**src/calc_pkg.sv**
```systemverilog
// Assumes a 32-bit datapath with 32 integer registers; x0 is never written and divide is unsigned only
package calc_pkg;

  localparam int word_width_lp     = 32;
  localparam int reg_addr_width_lp = 5;

  // Completion pipe geometry
  localparam int comp_stage_els_lp = 4;
  localparam int int_stage_lp      = 1;
  localparam int mul_stage_lp      = 3;
  localparam int wb_stage_lp       = 3;

  // Only one divide may be outstanding at a time
  localparam int long_credits_lp   = 1;
  localparam int div_cycles_lp     = 32;
  localparam int div_cnt_width_lp  = $clog2(div_cycles_lp);

  typedef logic [word_width_lp-1:0]     word_t;
  typedef logic [reg_addr_width_lp-1:0] reg_addr_t;

  typedef enum logic [3:0]
  {
    e_add  = 4'd0
    ,e_sub  = 4'd1
    ,e_and  = 4'd2
    ,e_or   = 4'd3
    ,e_xor  = 4'd4
    ,e_sll  = 4'd5
    ,e_mul  = 4'd6
    ,e_divu = 4'd7
    ,e_remu = 4'd8
  } calc_op_e;

  typedef struct packed
  {
    logic      v;
    calc_op_e  op;
    reg_addr_t rd_addr;
    reg_addr_t rs1_addr;
    reg_addr_t rs2_addr;
    word_t     rs1;
    word_t     rs2;
  } dispatch_pkt_s;

  typedef struct packed
  {
    logic      w_v;
    reg_addr_t rd_addr;
    word_t     rd_data;
  } wb_pkt_s;

  // Index 0 is the youngest stage
  typedef wb_pkt_s [comp_stage_els_lp-1:0] comp_stages_t;

  typedef enum logic [1:0]
  {
    e_idle = 2'd0
    ,e_busy = 2'd1
    ,e_done = 2'd2
  } long_state_e;

  // Ops that go to the variable latency pipe instead of the completion stages
  function automatic logic is_long_op(calc_op_e op);
    return (op == e_divu) || (op == e_remu);
  endfunction

endpackage

```
**src/calc_bypass.sv**
```systemverilog
// Forwarding only sees fixed-latency results in the completion stages; long results must be in the register file
`timescale 1ns/100ps

module calc_bypass
 (input                                                    clk_i
  , input                                                  rst_i

  , input calc_pkg::dispatch_pkt_s                         dispatch_pkt_i
  , input calc_pkg::comp_stages_t                          comp_stages_i
  , input calc_pkg::word_t [calc_pkg::comp_stage_els_lp-1:0] comp_data_n_i

  , output calc_pkg::dispatch_pkt_s                        reservation_o
  );

  import calc_pkg::*;

  dispatch_pkt_s reservation_n, reservation_r;
  word_t         bypass_rs1, bypass_rs2;

  // Scan from the oldest stage down so the youngest match is the one that sticks
  function automatic word_t select_operand
    (input reg_addr_t                          addr
     , input word_t                            dispatch_data
     , input comp_stages_t                     stages
     , input word_t [comp_stage_els_lp-1:0]    fwd_data
     );
    word_t sel;
    sel = dispatch_data;
    for (int i = comp_stage_els_lp-1; i >= 0; i--)
      begin
        if (stages[i].w_v && (stages[i].rd_addr == addr) && (addr != '0))
          sel = fwd_data[i];
      end
    return sel;
  endfunction

  always_comb
    begin
      bypass_rs1 = select_operand(dispatch_pkt_i.rs1_addr
                                  ,dispatch_pkt_i.rs1
                                  ,comp_stages_i
                                  ,comp_data_n_i
                                  );
      bypass_rs2 = select_operand(dispatch_pkt_i.rs2_addr
                                  ,dispatch_pkt_i.rs2
                                  ,comp_stages_i
                                  ,comp_data_n_i
                                  );
    end

  // Patch the operands of the dispatched packet
  always_comb
    begin
      reservation_n     = dispatch_pkt_i;
      reservation_n.rs1 = bypass_rs1;
      reservation_n.rs2 = bypass_rs2;
    end

  always_ff @(posedge clk_i)
    begin
      reservation_r <= reservation_n;
      if (rst_i)
        reservation_r.v <= 1'b0;
    end

  assign reservation_o = reservation_r;

endmodule

```
**src/calc_completion.sv**
```systemverilog
// Fixed-latency results always win the writeback port; a long result waits for an empty slot
`timescale 1ns/100ps

module calc_completion
 (input                                                     clk_i
  , input                                                   rst_i

  , input calc_pkg::dispatch_pkt_s                          dispatch_pkt_i

  , input                                                   int_v_i
  , input calc_pkg::word_t                                  int_data_i
  , input                                                   mul_v_i
  , input calc_pkg::word_t                                  mul_data_i

  , input                                                   long_wb_v_i
  , input calc_pkg::wb_pkt_s                                long_wb_pkt_i
  , output logic                                            long_yumi_o

  , output calc_pkg::comp_stages_t                          comp_stages_o
  , output calc_pkg::word_t [calc_pkg::comp_stage_els_lp-1:0] comp_data_n_o

  , output calc_pkg::wb_pkt_s                               iwb_pkt_o
  , output logic                                            long_credit_o
  );

  import calc_pkg::*;

  wb_pkt_s [comp_stage_els_lp:0] stages_n;
  comp_stages_t                  stages_r;
  logic                          fixed_w_v;

  // Long ops never occupy a stage
  assign fixed_w_v = dispatch_pkt_i.v
                     & ~is_long_op(dispatch_pkt_i.op)
                     & (dispatch_pkt_i.rd_addr != '0);

  always_comb
    begin
      stages_n[0].w_v     = fixed_w_v;
      stages_n[0].rd_addr = dispatch_pkt_i.rd_addr;
      stages_n[0].rd_data = '0;
      for (int i = 1; i <= comp_stage_els_lp; i++)
        stages_n[i] = stages_r[i-1];

      // Single issue, so at most one pipe finishes into any stage
      stages_n[int_stage_lp].rd_data |= int_v_i ? int_data_i : '0;
      stages_n[mul_stage_lp].rd_data |= mul_v_i ? mul_data_i : '0;
    end

  always_ff @(posedge clk_i)
    begin
      stages_r <= stages_n[comp_stage_els_lp-1:0];
      if (rst_i)
        begin
          for (int i = 0; i < comp_stage_els_lp; i++)
            stages_r[i].w_v <= 1'b0;
        end
    end

  // Entry i carries what stage i+1 is about to hold
  always_comb
    begin
      for (int i = 0; i < comp_stage_els_lp; i++)
        comp_data_n_o[i] = stages_n[i+1].rd_data;
    end

  assign comp_stages_o = stages_r;

  assign long_yumi_o   = long_wb_v_i & ~stages_r[wb_stage_lp].w_v;
  assign iwb_pkt_o     = long_yumi_o ? long_wb_pkt_i : stages_r[wb_stage_lp];

  // One credit back per accepted long result
  assign long_credit_o = long_yumi_o;

endmodule

```
**src/calc_pipe_int.sv**
```systemverilog
// Purely combinational on the reservation; the result is only meaningful while int_v_o is high
`timescale 1ns/100ps

module calc_pipe_int
 (input calc_pkg::dispatch_pkt_s  reservation_i

  , output logic                  int_v_o
  , output calc_pkg::word_t       int_data_o
  );

  import calc_pkg::*;

  logic  int_op;
  word_t result;

  always_comb
    begin
      unique case (reservation_i.op)
        e_add, e_sub, e_and, e_or, e_xor, e_sll:
          int_op = 1'b1;
        default:
          int_op = 1'b0;
      endcase
    end

  always_comb
    begin
      unique case (reservation_i.op)
        e_add:
          result = reservation_i.rs1 + reservation_i.rs2;
        e_sub:
          result = reservation_i.rs1 - reservation_i.rs2;
        e_and:
          result = reservation_i.rs1 & reservation_i.rs2;
        e_or:
          result = reservation_i.rs1 | reservation_i.rs2;
        e_xor:
          result = reservation_i.rs1 ^ reservation_i.rs2;
        // Shift amount is the low five bits of rs2
        e_sll:
          result = reservation_i.rs1 << reservation_i.rs2[4:0];
        default:
          result = '0;
      endcase
    end

  assign int_v_o    = reservation_i.v & int_op;
  assign int_data_o = result;

endmodule

```
**src/calc_pipe_long.sv**
```systemverilog
// One divide at a time, accepted only in idle; the issuer must hold a credit before sending divu or remu
`timescale 1ns/100ps

module calc_pipe_long
 (input                            clk_i
  , input                          rst_i

  , input calc_pkg::dispatch_pkt_s reservation_i

  , output logic                   long_wb_v_o
  , output calc_pkg::wb_pkt_s      long_wb_pkt_o
  , input                          long_yumi_i
  );

  import calc_pkg::*;

  long_state_e                 state_r, state_n;
  logic                        accept;
  logic                        last_step;
  logic [div_cnt_width_lp-1:0] cnt_r;
  reg_addr_t                   rd_r;
  logic                        rem_sel_r;
  word_t                       quo_r, rem_r, divisor_r;
  logic [word_width_lp:0]      rem_shift, diff;

  assign accept    = (state_r == e_idle) & reservation_i.v & is_long_op(reservation_i.op);
  assign last_step = (cnt_r == div_cnt_width_lp'(div_cycles_lp-1));

  always_comb
    begin
      state_n = state_r;
      unique case (state_r)
        e_idle:
          if (accept)
            state_n = e_busy;
        e_busy:
          if (last_step)
            state_n = e_done;
        e_done:
          if (long_yumi_i)
            state_n = e_idle;
        default:
          state_n = e_idle;
      endcase
    end

  always_ff @(posedge clk_i)
    begin
      if (rst_i)
        state_r <= e_idle;
      else
        state_r <= state_n;
    end

  // Restoring step; a zero divisor naturally gives all ones and leaves the dividend as remainder
  assign rem_shift = {rem_r, quo_r[word_width_lp-1]};
  assign diff      = rem_shift - {1'b0, divisor_r};

  always_ff @(posedge clk_i)
    begin
      if (accept)
        begin
          rd_r      <= reservation_i.rd_addr;
          rem_sel_r <= (reservation_i.op == e_remu);
          quo_r     <= reservation_i.rs1;
          divisor_r <= reservation_i.rs2;
          rem_r     <= '0;
          cnt_r     <= '0;
        end
      else if (state_r == e_busy)
        begin
          quo_r <= {quo_r[word_width_lp-2:0], ~diff[word_width_lp]};
          rem_r <= diff[word_width_lp] ? rem_shift[word_width_lp-1:0] : diff[word_width_lp-1:0];
          cnt_r <= cnt_r + 1'b1;
        end
    end

  // rd of zero still completes so the credit comes back, but nothing is written
  assign long_wb_v_o           = (state_r == e_done);
  assign long_wb_pkt_o.w_v     = (rd_r != '0);
  assign long_wb_pkt_o.rd_addr = rd_r;
  assign long_wb_pkt_o.rd_data = rem_sel_r ? rem_r : quo_r;

endmodule

```
**src/calc_pipe_mul.sv**
```systemverilog
// Fully pipelined, one multiply may start every cycle; returns only the low word of the product
`timescale 1ns/100ps

module calc_pipe_mul
 (input                           clk_i
  , input                         rst_i

  , input calc_pkg::dispatch_pkt_s reservation_i

  , output logic                  mul_v_o
  , output calc_pkg::word_t       mul_data_o
  );

  import calc_pkg::*;

  logic  mul_issue;
  logic  opd_v_r, prod_v_r;
  word_t opd_a_r, opd_b_r;
  word_t prod_r;

  assign mul_issue = reservation_i.v & (reservation_i.op == e_mul);

  // Valid shift register, one bit per internal stage
  always_ff @(posedge clk_i)
    begin
      if (rst_i)
        begin
          opd_v_r  <= 1'b0;
          prod_v_r <= 1'b0;
        end
      else
        begin
          opd_v_r  <= mul_issue;
          prod_v_r <= opd_v_r;
        end
    end

  // Operand capture, then product
  always_ff @(posedge clk_i)
    begin
      opd_a_r <= reservation_i.rs1;
      opd_b_r <= reservation_i.rs2;
      prod_r  <= opd_a_r * opd_b_r;
    end

  // Lands in the completion pipe at mul_stage_lp on the next edge
  assign mul_v_o    = prod_v_r;
  assign mul_data_o = prod_r;

endmodule

```
**src/calc_top.sv**
```systemverilog
// Writeback has no back-pressure; the issuer tracks long credits and the forwarding distance rules
`timescale 1ns/100ps

module calc_top
 (input                             clk_i
  , input                           rst_i

  , input calc_pkg::dispatch_pkt_s  dispatch_pkt_i

  , output calc_pkg::wb_pkt_s       iwb_pkt_o
  , output logic                    long_credit_o
  );

  import calc_pkg::*;

  dispatch_pkt_s                   reservation;
  comp_stages_t                    comp_stages_r;
  word_t [comp_stage_els_lp-1:0]   comp_data_n;

  logic    int_v, mul_v;
  word_t   int_data, mul_data;
  logic    long_wb_v, long_yumi;
  wb_pkt_s long_wb_pkt;

  calc_bypass
   bypass
    (.clk_i(clk_i)
     ,.rst_i(rst_i)
     ,.dispatch_pkt_i(dispatch_pkt_i)
     ,.comp_stages_i(comp_stages_r)
     ,.comp_data_n_i(comp_data_n)
     ,.reservation_o(reservation)
     );

  // 1 cycle
  calc_pipe_int
   pipe_int
    (.reservation_i(reservation)
     ,.int_v_o(int_v)
     ,.int_data_o(int_data)
     );

  // 3 cycles
  calc_pipe_mul
   pipe_mul
    (.clk_i(clk_i)
     ,.rst_i(rst_i)
     ,.reservation_i(reservation)
     ,.mul_v_o(mul_v)
     ,.mul_data_o(mul_data)
     );

  // Variable latency, arbitrated into free writeback slots
  calc_pipe_long
   pipe_long
    (.clk_i(clk_i)
     ,.rst_i(rst_i)
     ,.reservation_i(reservation)
     ,.long_wb_v_o(long_wb_v)
     ,.long_wb_pkt_o(long_wb_pkt)
     ,.long_yumi_i(long_yumi)
     );

  calc_completion
   completion
    (.clk_i(clk_i)
     ,.rst_i(rst_i)
     ,.dispatch_pkt_i(dispatch_pkt_i)
     ,.int_v_i(int_v)
     ,.int_data_i(int_data)
     ,.mul_v_i(mul_v)
     ,.mul_data_i(mul_data)
     ,.long_wb_v_i(long_wb_v)
     ,.long_wb_pkt_i(long_wb_pkt)
     ,.long_yumi_o(long_yumi)
     ,.comp_stages_o(comp_stages_r)
     ,.comp_data_n_o(comp_data_n)
     ,.iwb_pkt_o(iwb_pkt_o)
     ,.long_credit_o(long_credit_o)
     );

endmodule

```
**config.mk**
```make
export PLATFORM = sky130hd
export DESIGN_NAME = calc_top
export DESIGN_NICKNAME = d
export VERILOG_FILES = /design/src/calc_pkg.sv /design/src/calc_bypass.sv /design/src/calc_completion.sv /design/src/calc_pipe_int.sv /design/src/calc_pipe_long.sv /design/src/calc_pipe_mul.sv /design/src/calc_top.sv
export SDC_FILE = /design/constraint.sdc
export NUM_CORES = 2
export LEC_CHECK = 0
export BUFFER_PORTS_ARGS = -buffer_cell sky130_fd_sc_hd__buf_2
export CORE_MARGIN = 5
export CORE_UTILIZATION = 50
export CTS_CLUSTER_DIAMETER = 40
export DETAILED_ROUTE_END_ITERATION = 8
export PLACE_DENSITY = 0.66
export SETUP_SLACK_MARGIN = 0.05
export SYNTH_ARGS = -nofsm -noshare
export SYNTH_HDL_FRONTEND = slang
export SYNTH_SLANG_ARGS = --single-unit
export TNS_END_PERCENT = 10
```
**constraint.sdc**
```tcl
create_clock -name clk_i -period 15.2 [get_ports clk_i]
set_input_delay 1.52 -clock clk_i [delete_from_list [all_inputs] [get_ports clk_i]]
set_output_delay 1.52 -clock clk_i [all_outputs]
set_load 0.05 [all_outputs]
```
### Word-level counts from Yosys, hierarchy flattened

Index checks and enable logic that the tools add are counted.
W data, S select, Z words.

| storage, ports and cells | value |
|---|---|
| register bits | 396 |
| bits in latches | 0 |
| memory bits (writable) | 0 |
| bits in read-only memories | 0 |
| input port bits | 86 |
| output and inout port bits | 39 |
| word-level logic and storage cells | 119 |
| memories | 0 |

| operators by class | value |
|---|---|
| add/subtract/negate cells | 4 |
| multiply operators | 1 |
| divide/modulo/power cells | 0 |
| $lt $le $gt $ge | 0 |
| equality and inequality tests | 24 |
| shifts and indexed selects | 1 |
| mux-type cells | 21 |
| bitwise gates (word level) | 14 |
| reductions and logical operators | 27 |

Operators with widths:

| kind | count |
|---|---|
| $mux W32 | 14 |
| $pmux W32 S6 | 1 |
| $or A32 B32 Y32 | 2 |
| $eq A5 B5 Y1 | 8 |
| $mux W38 | 1 |
| $sub A33 B32 Y33 | 1 |
| $add A32 B32 Y32 | 1 |
| $and A32 B32 Y32 | 1 |
| $mul A32 B32 Y32 | 1 |
| $shl A32 B5 Y32 | 1 |
| $sub A32 B32 Y32 | 1 |
| $xor A32 B32 Y32 | 1 |
| $eq A4 B3 Y1 const B | 5 |
| $reduce_bool A5 Y1 | 4 |
| $logic_and A1 B1 Y1 | 16 |
| $eq A4 B2 Y1 const B | 2 |
| $eq A4 B4 Y1 const B | 2 |
| $and A1 B1 Y1 | 7 |
| $mux W2 | 3 |
| $pmux W2 S3 | 1 |
| $reduce_or A6 Y1 | 1 |
| $add A5 B1 Y5 const B | 1 |
| $eq A5 B5 Y1 const B | 1 |
| $eq A4 B1 Y1 const B | 1 |
| other kinds (11) | 15 |

### Longest topological paths before layout

| depth | value |
|---|---|
| depth after elaboration | 7 |
| mapped depth | 29 |
| gate-level depth less buffers | 27 |

### Modules after synthesis

Synthesis repeated with hierarchy kept, for this count alone.

| unflattened totals | value |
|---|---|
| cells, all modules | 4,259 |
| area total of the unflattened synthesis | 39,970.8 sq um |

Modules (own cells, without submodules):

| module | instances | cells an instance | area an instance (sq um) | seq. area each (sq um) |
|---|---|---|---|---|
| calc_pipe_mul | 1 | 1,819 | 17,818.3 | 1,961.9 |
| calc_pipe_long | 1 | 663 | 6,384.9 | 2,882.8 |
| calc_pipe_int | 1 | 808 | 5,781.8 | 0.0 |
| calc_bypass | 1 | 629 | 5,760.5 | 1,681.6 |
| calc_completion | 1 | 340 | 4,225.3 | 2,402.3 |

### Worst setup path before layout

Ideal clock, no wire load.

| timing | value |
|---|---|
| kind | reg-to-reg |
| from | reg pipe_mul.opd_a_r[12] |
| to | reg pipe_mul.prod_r[31] (netlist: pipe_mul.mul_data_o[31]) |
| setup time | 72 ps |
| arrival | 6,879 ps |
| required time | 15,128 ps |
| slack | 8,249 ps |
| stages on the path, launching flop included | 28 |
| path buffers | 2 |
| clock period less this slack | 6,951 ps |
| cells stage by stage | dfxtp_1 > clkbuf_1 > clkbuf_1 > and2_1 > fa_1 > fa_1 > fa_1 > inv_1 > fa_1 > inv_1 > fa_1 > inv_1 > fa_1 > inv_1 > fa_1 > fa_1 > ha_1 > o21a_1 > o21ai_0 > nor3_1 > a21oi_1 > a211o_1 > o21ai_0 > nor4_1 > nor3_1 > nand4_1 > o211ai_1 > xnor2_1 |

| between the ends | value |
|---|---|
| cells in the longest elaborated chain, start to end | 1 |

RTL lines:

| item | line | text |
|---|---|---|
| from (decl) | calc_pipe_mul.sv:18 | `word_t opd_a_r, opd_b_r;` |
| from (signal assigned) | calc_pipe_mul.sv:41 | `opd_a_r <= reservation_i.rs1;` |
| $mul A32 B32 Y32 | calc_pipe_mul.sv:43 | `prod_r <= opd_a_r * opd_b_r;` |
| to (signal assigned) | calc_pipe_mul.sv:43 |  |
| to (decl) | calc_pipe_mul.sv:19 | `word_t prod_r;` |

No other way between the ends.
A chain may end at the register's enable or synchronous reset.

### Worst setup path after layout

| timing | value |
|---|---|
| from | reg pipe_mul.opd_b_r[6] |
| to | reg pipe_mul.prod_r[31] (netlist: pipe_mul.mul_data_o[31]) |

| between the ends | value |
|---|---|
| cells in the longest elaborated chain, start to end | 1 |

RTL lines:

| item | line | text |
|---|---|---|
| from (decl) | calc_pipe_mul.sv:18 |  |
| from (signal assigned) | calc_pipe_mul.sv:42 | `opd_b_r <= reservation_i.rs2;` |
| $mul A32 B32 Y32 | calc_pipe_mul.sv:43 |  |

No other way between the ends.

==> summary.txt <==
Clock tree
  – Quantity of hold-fixing buffers added after cts: 0
  – Clock root buffer: sky130_fd_sc_hd__clkbuf_16
  – Count of clock tree sinks: 396
  – Clock insertion delay at the later pin of the skew report: 0.62 ns
  – Maximum root-to-sink buffer count: 3
  – Clk slew on worst S/H paths: 0.06 ns
  – Quantity of gates resized following cts: 0
  – CTS HTree Levels: 2
  – Clock tree from TritonCTS: done
  – Inserted Clock Buffers: 51
  – Post-CTS setup buffer count: 0

Floorplan
  – Floorplan core area: 73100 um2
  – Die X-Extent: 282 um
  – Starting density of the core: 0.505
  – IO Count: 125
  – Core Rows: 99
  – Total Die Area: 79300 um2
  – Chip Height: 282 um

Timing
  – Achievable frequency: 129 MHz
  – Final setup violating endpoints: 0
  – Setup TNS: 0 ns
  – Post-route minimum period: 7.77 ns
  – Slew Limit Fails: 0
  – Setup repair after global routing missed its margin: no
  – Final clock skew: 0.0322 ns
  – Share of the cycle needed by the critical path after routing: 0.511
  – Worst slew margin relative to its limit: 0.278
  – Least-Margin Pin Slew: 1.08 ns
  – Hold violation count in the final report: 0

Finish
  – Proportion of layout cells with a drive suffix above 1: 0.0758
  – Syn-to-layout area delta: 8.23%
  – Final-stage net count: 4811

Worst setup path
  – Critical-path top delay cell: sky130_fd_sc_hd__dfxtp_1
  – Critical path arrival: 8.30 ns
  – Top fanout value on the critical path: 26
  – Dominant delay contributor by cell family on the critical path: adder cells
  – Kind of end point of the critical path: flip-flop
  – Data required time at the worst endpoint: 15.74 ns
  – Worst Path Buf+Inv: 4
  – Critical Path Source Type: flip-flop
  – Beginning of the worst register-to-register path: pipe_mul.opd_b_r[6]
  – CP max stage delay: 0.97 ns
  – Launching instance or port of the critical path: pipe_mul.opd_b_r[6]
  – Cell repeated most along the worst path: sky130_fd_sc_hd__fa_1
  – Worst Setup Path Type: reg -> reg

Synth
  – Cells taking the most area after synthesis: sky130_fd_sc_hd__fa_1 (22%), sky130_fd_sc_hd__dfxtp_1 (18%), sky130_fd_sc_hd__ha_1 (8.6%)
  – Sequential cell area fraction in the yosys report: 0.234
  – Post-synthesis area per instance: 9.08 um2
  – Post-synth EDFFs: 70
  – Synthesized cell area: 36900 um2
  – Cell accounting for the most synthesized area: sky130_fd_sc_hd__fa_1
  – Commonest cells post-synth: sky130_fd_sc_hd__inv_1 (529), sky130_fd_sc_hd__nand2_1 (419), sky130_fd_sc_hd__fa_1 (410), sky130_fd_sc_hd__and2_1 (333), sky130_fd_sc_hd__dfxtp_1 (326)
  – Number of warnings issued by yosys: 0
  – Register bit count reported by yosys: 396
  – Most numerous cell in the Yosys netlist: sky130_fd_sc_hd__inv_1
  – Share of synthesized registers carrying an async set or reset: 0
  – Number of unique standard cell types used by synthesis: 80
  – Most common flop cell mapped by yosys: sky130_fd_sc_hd__dfxtp_1
  – Net count after synthesis: 4812
  – Post-synthesis cell count: 4062
  – Fraction of post-synthesis cell area in the top cell type by area: 0.222

Routing
  – DRC violation count after routing: 0
  – Vias per std cell: 5.79
  – Highest routed layer: met4
  – Mean routed wirelength per cell: 23.4 um
  – Total length of routed wires: 119000 um
  – Number of optimization iterations in the first detailed-route pass: 6
  – Final antenna-violating net count: 0
  – Routed wire length on met3: 7940 um
  – Sum of met2 wire segment lengths after detailed routing: 54900 um
  – Initial DRC count: 2126
  – Total via count after detailed routing: 29300
  – Met1 Routed Length: 45600 um

Global route
  – Initial antenna violation count: 13
  – Wire length of the first global-routing pass: 181000 um
  – Largest net degree at the start of global routing: 76
  – Overall Global Routing Usage: 0.300
  – Number of global-route vias before repair: 30100
  – Total congestion overflow: 0

Placed design
  – Detailed Place HPWL: 91000 um
  – Count of buffers inserted at the top-level ports: 124
  – Routability congestion estimate from global placement: 0.991

Worst hold path
  – Worst Hold Launch: completion.comp_data_n_o[34]
  – Worst min-delay path category: reg -> reg

Outcome
  – Status: completed

Flow run
  – Maximum Capacitance Violations: 0
-- layer usage --
| layer | global-route usage | vias to the layer above |
|---|---|---|
| met2 | 0.487 | 1117 |
| met4 | 0.206 | 0 |
| li1 | - | 13300 |
| met5 | 0 | - |
| met1 | 0.371 | 14500 |
| met3 | 0.0446 | 304 |
-- cells by family after synthesis --
| kind of cell | synth area share |
|---|---|
| buffers and inverters | 0.0774 |
| xor gates and xnor gates | 0.0475 |
| adders and majority gates | 0.309 |
| and+or+nand+nor | 0.150 |
| AOI/OAI and AO/OA | 0.131 |
| DFF | 0.234 |
| muxes | 0.0512 |
-- registers in the layout (all words and copies together) (netlist names), 32 cells and up --
| name | count |
|---|---|
| pipe_mul.opd_a_r | 32 |
| bypass.reservation_o | 69 |
| pipe_long.quo_r | 32 |
| pipe_mul.opd_b_r | 32 |
| completion.comp_data_n_o | 64 |
| completion.comp_stages_o | 56 |
| pipe_long.divisor_r | 32 |
| pipe_long.rem_r | 32 |
| pipe_mul.mul_data_o | 32 |
-- area by class of cell --
| type | count | area, um2 |
|---|---|---|
| clock buffer | 62 | 1380 |
| fill | 6715 | 33100 |
| sequential | 396 | 8630 |
| multi-input combinational | 2915 | 25500 |
| inverter | 532 | 2000 |
| timing repair buffer | 165 | 928 |
| clock inverter | 31 | 302 |
| tap | 959 | 1200 |
| antenna | 1 | 2.50 |
-- path summary, 6_finish.rpt --
path | endpoint | slack, ns | cells after the start
min reg2reg | completion.comp_stages_o[78] | 0.35 | 0
max reg2reg | pipe_mul.mul_data_o[31] | 7.43 | 25
max | pipe_mul.mul_data_o[31] | 7.43 | 25
min | completion.comp_stages_o[78] | 0.35 | 0
-- cell usage in the layout (no fill, tap or decap), drive strengths merged, types with 17 or more instances in the layout --
cell and instances:
edfxtp 70, mux2i 145, o21a 17, a21oi 202, xor2 51, dfxtp 326
nand4 21, xnor2 149, nand2 419, nor3 31, nand2b 17, inv 545
o21ai 179, a211oi 118, a21o 71, ha 254, a221oi 24, o211ai 17
buf 165, nand3 27, fa 410, and2 335, clkbuf 62, nor2 200
-- per-stage QoR --
stage	hold slack (ns)	cells	setup WS, ns	cell area (um2)	utilization
after floorplan	0.351	4062	8.25	36900	-
after global placement	0.356	4967	7.58	38300	0.523
after detailed placement	0.359	4967	7.46	38300	0.523
after CTS	0.358	5060	7.40	39900	0.546
after global routing	0.360	5061	7.00	39900	0.546
final	0.354	5061	7.43	39900	0.546
Power is not shown: default switching activity piles up to over one toggle a cycle in this logic, so the estimate is an artifact.
